<file path="src/ib_msg_pkg.sv">
package ib_msg_pkg;

	// Source of the outgoing variable-to-check messages.
	// The first iteration bypasses the channel LLR to every edge.
	typedef enum logic {
		V2C_SRC_EXTRINSIC = 1'b0,
		V2C_SRC_CHANNEL   = 1'b1
	} v2c_src_e;

	// Cycles from an accepted msg_valid to v2c_valid
	// Two decomposed lookup stages plus the output register
	localparam int VNU_LATENCY = 3;

endpackage

</file>
<file path="src/ib_ctrl_pkg.sv">
package ib_ctrl_pkg;

	// Iteration controller states
	typedef enum logic [1:0] {
		IDLE       = 2'd0,
		// Outgoing messages carry the channel LLR
		FIRST_ITER = 2'd1,
		// Outgoing messages carry the extrinsic result
		ITERATE    = 2'd2,
		// One cycle, done pulses here
		FINISH     = 2'd3
	} ctrl_state_e;

endpackage

</file>
<file path="src/ib_lut2_stage.sv">
`timescale 1ns/1ps

module ib_lut2_stage #(
	parameter int QUAN_SIZE = 4
) (
	input  logic                 read_clk,
	input  logic                 rstn,
	input  logic [QUAN_SIZE-1:0] in_a,
	input  logic [QUAN_SIZE-1:0] in_b,
	output logic [QUAN_SIZE-1:0] out
);

	// Two guard bits hold the sum of two levels without overflow
	localparam int SUM_W = QUAN_SIZE + 2;
	localparam logic signed [SUM_W-1:0] OFFSET  = SUM_W'(2 ** (QUAN_SIZE - 1));
	localparam logic signed [SUM_W-1:0] LVL_MAX = OFFSET - SUM_W'(1);
	localparam logic signed [SUM_W-1:0] LVL_MIN = -OFFSET;

	logic signed [SUM_W-1:0] lvl_a;
	logic signed [SUM_W-1:0] lvl_b;
	logic signed [SUM_W-1:0] lvl_sum;
	logic signed [SUM_W-1:0] lvl_sat;

	// Offset-binary index to signed level
	assign lvl_a   = signed'(SUM_W'(in_a)) - OFFSET;
	assign lvl_b   = signed'(SUM_W'(in_b)) - OFFSET;
	assign lvl_sum = lvl_a + lvl_b;

	// Clamp to the signed message range
	assign lvl_sat = (lvl_sum > LVL_MAX) ? LVL_MAX :
	                 (lvl_sum < LVL_MIN) ? LVL_MIN : lvl_sum;

	always_ff @(posedge read_clk) begin
		if (!rstn) begin
			out <= '0;
		end else begin
			// Back to an offset-binary index
			out <= QUAN_SIZE'(lvl_sat + OFFSET);
		end
	end

endmodule

</file>
<file path="src/c2v_delay_line.sv">
`timescale 1ns/1ps

module c2v_delay_line
	import ib_msg_pkg::*;
#(
	parameter int QUAN_SIZE = 4,
	parameter int DEPTH     = 2
) (
	input  logic                 read_clk,
	input  logic                 rstn,
	input  logic [QUAN_SIZE-1:0] msg_in,
	input  v2c_src_e             tag_in,
	input  logic                 vld_in,
	output logic [QUAN_SIZE-1:0] msg_out,
	output v2c_src_e             tag_out,
	output logic                 vld_out
);

	logic [QUAN_SIZE-1:0] msg_q [DEPTH];
	v2c_src_e             tag_q [DEPTH];
	logic [DEPTH-1:0]     vld_q;

	always_ff @(posedge read_clk) begin
		if (!rstn) begin
			for (int i = 0; i < DEPTH; i++) begin
				msg_q[i] <= '0;
				tag_q[i] <= V2C_SRC_EXTRINSIC;
			end
			vld_q <= '0;
		end else begin
			msg_q[0] <= msg_in;
			tag_q[0] <= tag_in;
			vld_q[0] <= vld_in;
			// Message, tag and valid move together one stage per cycle
			for (int i = 1; i < DEPTH; i++) begin
				msg_q[i] <= msg_q[i-1];
				tag_q[i] <= tag_q[i-1];
				vld_q[i] <= vld_q[i-1];
			end
		end
	end

	assign msg_out = msg_q[DEPTH-1];
	assign tag_out = tag_q[DEPTH-1];
	assign vld_out = vld_q[DEPTH-1];

endmodule

</file>
<file path="src/vnu3_datapath.sv">
`timescale 1ns/1ps

module vnu3_datapath
	import ib_msg_pkg::*;
#(
	parameter int QUAN_SIZE = 4
) (
	input  logic                 read_clk,
	input  logic                 rstn,
	input  logic                 msg_valid,
	input  v2c_src_e             v2c_src,
	input  logic [QUAN_SIZE-1:0] ch_llr,
	input  logic [QUAN_SIZE-1:0] c2v0,
	input  logic [QUAN_SIZE-1:0] c2v1,
	input  logic [QUAN_SIZE-1:0] c2v2,
	output logic                 v2c_valid,
	output logic [QUAN_SIZE-1:0] v2c0,
	output logic [QUAN_SIZE-1:0] v2c1,
	output logic [QUAN_SIZE-1:0] v2c2,
	output logic                 hard_bit
);

	// The channel LLR and the tag wait until the output register
	localparam int CH_DEPTH = VNU_LATENCY - 1;

	logic [QUAN_SIZE-1:0] ta, tb;
	logic [QUAN_SIZE-1:0] m0, m1, m2, td;
	logic [QUAN_SIZE-1:0] dec_idx;
	logic [QUAN_SIZE-1:0] e1_d1, e2_d1, e2_d2;
	logic [QUAN_SIZE-1:0] ch_d2;
	v2c_src_e             tag_d2;
	logic                 vld_d2;

	////////////////////
	// Delay lines
	c2v_delay_line #(.QUAN_SIZE(QUAN_SIZE), .DEPTH(CH_DEPTH)) i_ch_dly (
		.read_clk(read_clk), .rstn(rstn),
		.msg_in(ch_llr), .tag_in(v2c_src), .vld_in(msg_valid),
		.msg_out(ch_d2), .tag_out(tag_d2), .vld_out(vld_d2)
	);

	// E1 and E2 only need the message, their tag copies stay open
	c2v_delay_line #(.QUAN_SIZE(QUAN_SIZE), .DEPTH(1)) i_e1_dly (
		.read_clk(read_clk), .rstn(rstn),
		.msg_in(c2v1), .tag_in(v2c_src), .vld_in(msg_valid),
		.msg_out(e1_d1), .tag_out(), .vld_out()
	);

	c2v_delay_line #(.QUAN_SIZE(QUAN_SIZE), .DEPTH(1)) i_e2_dly1 (
		.read_clk(read_clk), .rstn(rstn),
		.msg_in(c2v2), .tag_in(v2c_src), .vld_in(msg_valid),
		.msg_out(e2_d1), .tag_out(), .vld_out()
	);

	c2v_delay_line #(.QUAN_SIZE(QUAN_SIZE), .DEPTH(1)) i_e2_dly2 (
		.read_clk(read_clk), .rstn(rstn),
		.msg_in(e2_d1), .tag_in(v2c_src), .vld_in(msg_valid),
		.msg_out(e2_d2), .tag_out(), .vld_out()
	);

	////////////////////
	// Stage 1
	ib_lut2_stage #(.QUAN_SIZE(QUAN_SIZE)) i_lut_ta (
		.read_clk(read_clk), .rstn(rstn), .in_a(ch_llr), .in_b(c2v0), .out(ta)
	);
	ib_lut2_stage #(.QUAN_SIZE(QUAN_SIZE)) i_lut_tb (
		.read_clk(read_clk), .rstn(rstn), .in_a(ch_llr), .in_b(c2v1), .out(tb)
	);

	////////////////////
	// Stage 2
	// m0 excludes E0, m1 excludes E1, m2 excludes E2
	ib_lut2_stage #(.QUAN_SIZE(QUAN_SIZE)) i_lut_m0 (
		.read_clk(read_clk), .rstn(rstn), .in_a(tb), .in_b(e2_d1), .out(m0)
	);
	ib_lut2_stage #(.QUAN_SIZE(QUAN_SIZE)) i_lut_m1 (
		.read_clk(read_clk), .rstn(rstn), .in_a(ta), .in_b(e2_d1), .out(m1)
	);
	ib_lut2_stage #(.QUAN_SIZE(QUAN_SIZE)) i_lut_m2 (
		.read_clk(read_clk), .rstn(rstn), .in_a(ta), .in_b(e1_d1), .out(m2)
	);
	// Decision path keeps its own copy of ta + E1
	ib_lut2_stage #(.QUAN_SIZE(QUAN_SIZE)) i_lut_td (
		.read_clk(read_clk), .rstn(rstn), .in_a(ta), .in_b(e1_d1), .out(td)
	);

	////////////////////
	// Stage 3
	ib_lut2_stage #(.QUAN_SIZE(QUAN_SIZE)) i_lut_dec (
		.read_clk(read_clk), .rstn(rstn), .in_a(td), .in_b(e2_d2), .out(dec_idx)
	);

	// Output register with first-iteration bypass
	always_ff @(posedge read_clk) begin
		if (!rstn) begin
			v2c_valid <= 1'b0;
			v2c0      <= '0;
			v2c1      <= '0;
			v2c2      <= '0;
		end else begin
			v2c_valid <= vld_d2;
			if (tag_d2 == V2C_SRC_CHANNEL) begin
				v2c0 <= ch_d2;
				v2c1 <= ch_d2;
				v2c2 <= ch_d2;
			end else begin
				v2c0 <= m0;
				v2c1 <= m1;
				v2c2 <= m2;
			end
		end
	end

	// Index below the offset means a negative level
	assign hard_bit = ~dec_idx[QUAN_SIZE-1];

endmodule

</file>
<file path="src/iter_counter.sv">
`timescale 1ns/1ps

module iter_counter #(
	parameter  int MAX_ITER = 5,
	localparam int ITER_W   = $clog2(MAX_ITER + 1)
) (
	input  logic              read_clk,
	input  logic              rstn,
	input  logic              clear,
	input  logic              inc,
	output logic [ITER_W-1:0] iter_idx,
	output logic              last_iter
);

	localparam logic [ITER_W-1:0] CNT_LAST = ITER_W'(MAX_ITER - 1);
	localparam logic [ITER_W-1:0] CNT_MAX  = ITER_W'(MAX_ITER);

	// Counts completed iterations of the current decode
	always_ff @(posedge read_clk) begin
		if (!rstn) begin
			iter_idx <= '0;
		end else if (clear) begin
			iter_idx <= '0;
		end else if (inc && (iter_idx != CNT_MAX)) begin
			// Holds at MAX_ITER once every iteration is done
			iter_idx <= iter_idx + ITER_W'(1);
		end
	end

	// The iteration now running is the last one
	assign last_iter = (iter_idx == CNT_LAST);

endmodule

</file>
<file path="src/iter_ctrl_fsm.sv">
`timescale 1ns/1ps

module iter_ctrl_fsm
	import ib_msg_pkg::*;
	import ib_ctrl_pkg::*;
#(
	parameter int MAX_ITER = 5
) (
	input  logic     read_clk,
	input  logic     rstn,
	input  logic     start,
	input  logic     iter_end,
	input  logic     last_iter,
	output logic     cnt_clear,
	output logic     cnt_inc,
	output logic     accept,
	output v2c_src_e v2c_src,
	output logic     busy,
	output logic     done
);

	// A single-iteration decode never enters ITERATE
	localparam bit MULTI_ITER = (MAX_ITER > 1);

	ctrl_state_e state;
	ctrl_state_e state_nxt;

	always_ff @(posedge read_clk) begin
		if (!rstn) begin
			state <= IDLE;
		end else begin
			state <= state_nxt;
		end
	end

	////////////////////
	// Next state
	always_comb begin
		state_nxt = state;
		case (state)
			IDLE: begin
				if (start) begin
					state_nxt = FIRST_ITER;
				end
			end
			FIRST_ITER: begin
				if (iter_end) begin
					state_nxt = (last_iter || !MULTI_ITER) ? FINISH : ITERATE;
				end
			end
			ITERATE: begin
				if (iter_end && last_iter) begin
					state_nxt = FINISH;
				end
			end
			FINISH: begin
				state_nxt = IDLE;
			end
			default: begin
				state_nxt = IDLE;
			end
		endcase
	end

	////////////////////
	// Outputs
	// start outside IDLE is dropped
	assign cnt_clear = (state == IDLE) && start;
	assign accept    = (state == FIRST_ITER) || (state == ITERATE);
	assign cnt_inc   = accept && iter_end;
	assign v2c_src   = (state == FIRST_ITER) ? V2C_SRC_CHANNEL : V2C_SRC_EXTRINSIC;
	assign busy      = (state != IDLE);
	assign done      = (state == FINISH);

endmodule

</file>
<file path="src/vnu3_top.sv">
`timescale 1ns/1ps

module vnu3_top
	import ib_msg_pkg::*;
#(
	parameter  int QUAN_SIZE = 4,
	parameter  int MAX_ITER  = 5,
	localparam int ITER_W    = $clog2(MAX_ITER + 1)
) (
	input  logic                 read_clk,
	input  logic                 rstn,
	input  logic                 start,
	input  logic                 iter_end,
	input  logic                 msg_valid,
	input  logic [QUAN_SIZE-1:0] ch_llr,
	input  logic [QUAN_SIZE-1:0] c2v0,
	input  logic [QUAN_SIZE-1:0] c2v1,
	input  logic [QUAN_SIZE-1:0] c2v2,
	output logic                 v2c_valid,
	output logic [QUAN_SIZE-1:0] v2c0,
	output logic [QUAN_SIZE-1:0] v2c1,
	output logic [QUAN_SIZE-1:0] v2c2,
	output logic                 hard_bit,
	output logic                 busy,
	output logic                 done,
	output logic [ITER_W-1:0]    iter_idx
);

	v2c_src_e v2c_src;
	logic     accept;
	logic     cnt_clear;
	logic     cnt_inc;
	logic     last_iter;
	logic     acc_valid;

	// Messages outside an iteration are not taken in
	assign acc_valid = msg_valid & accept;

	iter_ctrl_fsm #(.MAX_ITER(MAX_ITER)) i_fsm (
		.read_clk(read_clk), .rstn(rstn),
		.start(start), .iter_end(iter_end), .last_iter(last_iter),
		.cnt_clear(cnt_clear), .cnt_inc(cnt_inc),
		.accept(accept), .v2c_src(v2c_src),
		.busy(busy), .done(done)
	);

	iter_counter #(.MAX_ITER(MAX_ITER)) i_cnt (
		.read_clk(read_clk), .rstn(rstn),
		.clear(cnt_clear), .inc(cnt_inc),
		.iter_idx(iter_idx), .last_iter(last_iter)
	);

	vnu3_datapath #(.QUAN_SIZE(QUAN_SIZE)) i_dp (
		.read_clk(read_clk), .rstn(rstn),
		.msg_valid(acc_valid), .v2c_src(v2c_src),
		.ch_llr(ch_llr), .c2v0(c2v0), .c2v1(c2v1), .c2v2(c2v2),
		.v2c_valid(v2c_valid),
		.v2c0(v2c0), .v2c1(v2c1), .v2c2(v2c2),
		.hard_bit(hard_bit)
	);

endmodule

</file>
<file path="config.mk">
export PLATFORM = sky130hd
export DESIGN_NAME = vnu3_top
export DESIGN_NICKNAME = d
export VERILOG_FILES = /design/src/ib_msg_pkg.sv /design/src/ib_ctrl_pkg.sv /design/src/ib_lut2_stage.sv /design/src/c2v_delay_line.sv /design/src/vnu3_datapath.sv /design/src/iter_counter.sv /design/src/iter_ctrl_fsm.sv /design/src/vnu3_top.sv
export SDC_FILE = /design/constraint.sdc
export NUM_CORES = 1
export LEC_CHECK = 0
export ABC_AREA = 0
export BUFFER_PORTS_ARGS = -buffer_cell sky130_fd_sc_hd__buf_4
export CORE_MARGIN = 1
export CORE_UTILIZATION = 55
export DETAILED_ROUTE_END_ITERATION = 16
export PLACE_DENSITY = 0.73
export SLEW_MARGIN = 20
export SYNTH_ARGS = -nofsm -noshare
export SYNTH_HDL_FRONTEND = slang
export SYNTH_SLANG_ARGS = --single-unit
</file>
<file path="constraint.sdc">
create_clock -name read_clk -period 2 [get_ports read_clk]
set_input_delay 0.1 -clock read_clk [delete_from_list [all_inputs] [get_ports read_clk]]
set_output_delay 0.1 -clock read_clk [all_outputs]
set_load 0.005 [all_outputs]
</file>
==> flow_summary.json <==
{
  "synth_edf_count": 0,
  "grt-ovfl-total": 0,
  "syn_to_final_growth_pct": 21.88,
  "skew_ns": 0.008872,
  "critical_path_peak_fanout": 5,
  "syn-num-nets": 366,
  "synth-main-ff-cell": "dfxtp_1",
  "rsz0062_at_grt": "no",
  "critPathRequiredTime_ns": 2.24,
  "power.density_mw_per_mm2": 974.1,
  "die_area_mm2": 0.005673,
  "grtUsageTotal_pct": 22.26,
  "synth_cells": 308,
  "cts_buffer_depth": 2,
  "cp-start-kind": "register",
  "crit_chain": "inv_1, ha_1, a222oi_1, o21ai_1, a221oi_1",
  "n_antenna_cell": 0,
  "max_freq_ghz": 0.5590,
  "path_clk_slew_ns": 0.07,
  "grt_start_max_net_pins": 50,
  "path_class": "reg -> reg",
  "dr.pass1.iters": 4,
  "maxSlewHeadroom_pct": 65.04,
  "ff2ff_setup_slack_ns": 0.21,
  "cp.depth": 5,
  "worstMarginPinSlew_ns": 0.5243,
  "fin_crit_ns": 1.789,
  "whs_ns": 0.01375,
  "mappedNetlistArea_mm2": 0.002957,
  "drt_iter0_drc": 67,
  "cts_hold_buffers": 7,
  "synth_top_cells_by_area": "dfxtp_1 (43%), ha_1 (14%), and2_1 (5.5%)",
  "total_power_w": 0.003510,
  "yosysTopAreaCell": "dfxtp_1",
  "ios": 40,
  "row_count": 26,
  "finalSetupTns_ns": 0,
  "leakagePower_nw": 1.709,
  "async_flop_share_pct": 0,
  "drv_cap": 0,
  "vias": 2173,
  "critPathTopFamily": "compound AO/OA/AOI/OAI gates",
  "slowest_stage": "a222oi_1",
  "die_h_um": 75.32,
  "irDropWorstVdd_v": 0.0005808,
  "place_hpwl_um": 3887,
  "yosysWarnings": 0,
  "cts_resized": 0,
  "status": "finished clean",
  "cts_inserted_buffers": 9,
  "crit_buf_inv": 1,
  "nNetsFinal": 416,
  "slew_violations": 0,
  "place_congestion": 0.8320,
  "critPathMaxStageDelay_ns": 0.52,
  "crit_path_end_kind": "register",
  "worstPathArrival_ns": 2.03,
  "cts.sink_count": 63,
  "root_buffer": "clkbuf_8",
  "synth_top_cell_area_share_pct": 42.66,
  "synth_seq_cells": 63,
  "route.detailed.drc": 0,
  "grt_pass1_vias": 2048,
  "grt_first_pass_wirelength_um": 9315,
  "min_path_cells": 2,
  "die_w_um": 75.32,
  "insertion_delay_ns": 0.33,
  "cts_setup_buffers": 0,
  "grt_antenna_before_repair": 0,
  "via_per_inst": 5.018,
  "ant_nets": 0,
  "core_area_mm2": 0.005140,
  "hold_viol": 0,
  "yosysSeqAreaShare_pct": 42.66,
  "cts-htree-levels": 3,
  "numPortBuffers": 39,
  "initial_utilization_pct": 57.52,
  "finalCritPeriodShare_pct": 89.44,
  "hold_path.class": "in -> reg",
  "syn_avg_cell_area_um2": 9.599,
  "cts_tree": "built",
  "r2r_cells": 5,
  "wl_um": 5314,
  "setup_violations": 0,
  "drive_gt1_share_pct": 15.43,
  "drt-wirelength-per-cell_um": 12.27,
  "synth.distinct_cells": 35
}
==> synthesized netlist by cell type, types with 5 or more instances <==
cell	count
a21o_1	5
nand2_1	19
clkbuf_1	7
a31oi_1	6
and2_1	26
a21boi_0	6
o21ai_0	16
dfxtp_1	63
a21oi_1	27
fa_1	5
nor2_1	8
inv_1	26
ha_1	32
nand2b_1	18
o21a_1	7
==> state kept, by name (all words and copies together), names as in the netlist <==
register,count
i_dp.i_ch_dly.msg_q,8
i_dp.i_ch_dly.tag_q,2
i_dp.v2c1,4
i_dp.i_e2_dly2.msg_q,4
i_dp.v2c2,4
i_dp.i_lut_dec.out,1
i_dp.i_ch_dly.vld_q,2
i_fsm.state,2
i_dp.i_lut_tb.out,4
i_dp.i_e1_dly.msg_q,4
i_dp.v2c0,4
i_dp.i_lut_m1.out,4
i_dp.i_e2_dly1.msg_q,4
i_dp.i_lut_ta.out,4
i_dp.v2c_valid,1
i_cnt.iter_idx,3
i_dp.i_lut_m2.out,4
i_dp.i_lut_m0.out,4
==> worst register-to-register path, stage by stage (launching register included) <==
cell and delay (ns):
dfxtp_1 0.40, inv_1 0.11, ha_1 0.22, a222oi_1 0.52
o21ai_1 0.14, a221oi_1 0.30
==> cells by family after synthesis <==
logic type	after synthesis	synth area share (%)
compound gates	79	16.55
xor+xnor	7	2.074
fa+ha+maj	37	16.93
buf+inv	33	4.190
flops	63	42.66
mux	6	2.116
simple gates	83	15.49
==> power breakdown <==
part	leakage [nW]	internal (W)	switching, W
sequential	0.521	0.00141	0.0000864
clock	0.111	0.000743	0.000473
combinational	1.08	0.000405	0.000395
==> per-stage QoR <==
stage	instance area [um2]	utilization, %	std cells	setup WS [ns]
2_1_floorplan	2957	-	308	0.4073
6_report	3603	70.11	433	0.2111
3_5_place_dp	3311	64.41	410	0.2385
4_1_cts	3603	70.11	433	0.2373
5_1_grt	3603	70.11	433	0.05969
3_3_place_gp	3311	64.41	410	0.2707
==> area by class of cell <==
class                           instances  area [um2]
Clock buffer                           12       145.1
Tap cell                               70       87.58
Fill cell                             414        1536
Sequential cell                        63        1261
Timing Repair Buffer                   46       362.8
Clock inverter                          4       77.57
Multi-Input combinational cell        212        1572
Inverter                               26       97.59
==> cells in the final DEF, fill, tap and decap left out, types with 7 or more instances in the layout <==
master         instances
nand2b_1              18
o21ai_0               16
and2_1                26
nand2_1               19
o21a_1                 7
nor2_1                 8
inv_1                 26
ha_1                  32
dfxtp_1               63
a21oi_1               27
dlygate4sd3_1          7
clkbuf_8              10
buf_4                 39
==> path summary, 6_finish.rpt <==
path | start | end
min reg2reg | i_dp.i_ch_dly.vld_q[1]$_SDFF_PN0_ | i_dp.v2c_valid$_SDFF_PN0_
max | i_fsm.state[1]$_SDFFE_PN0P_ | i_fsm.state[0]$_SDFFE_PN0P_
min | c2v1[1] | i_dp.i_e1_dly.msg_q[0][1]$_SDFF_PN0_
max reg2reg | i_fsm.state[1]$_SDFFE_PN0P_ | i_fsm.state[0]$_SDFFE_PN0P_
==> routing by layer <==
metal | GRT usage (%) | up-vias | wire length [um]
li1 | - | 1150 | -
met1 | 28.76 | 970 | 2522
met2 | 35.81 | 46 | 2540
met3 | 6.481 | 7 | 184
met4 | 7.613 | 0 | 67
met5 | 0 | - | 0
Note: power is estimated with default switching activity, not from simulation.
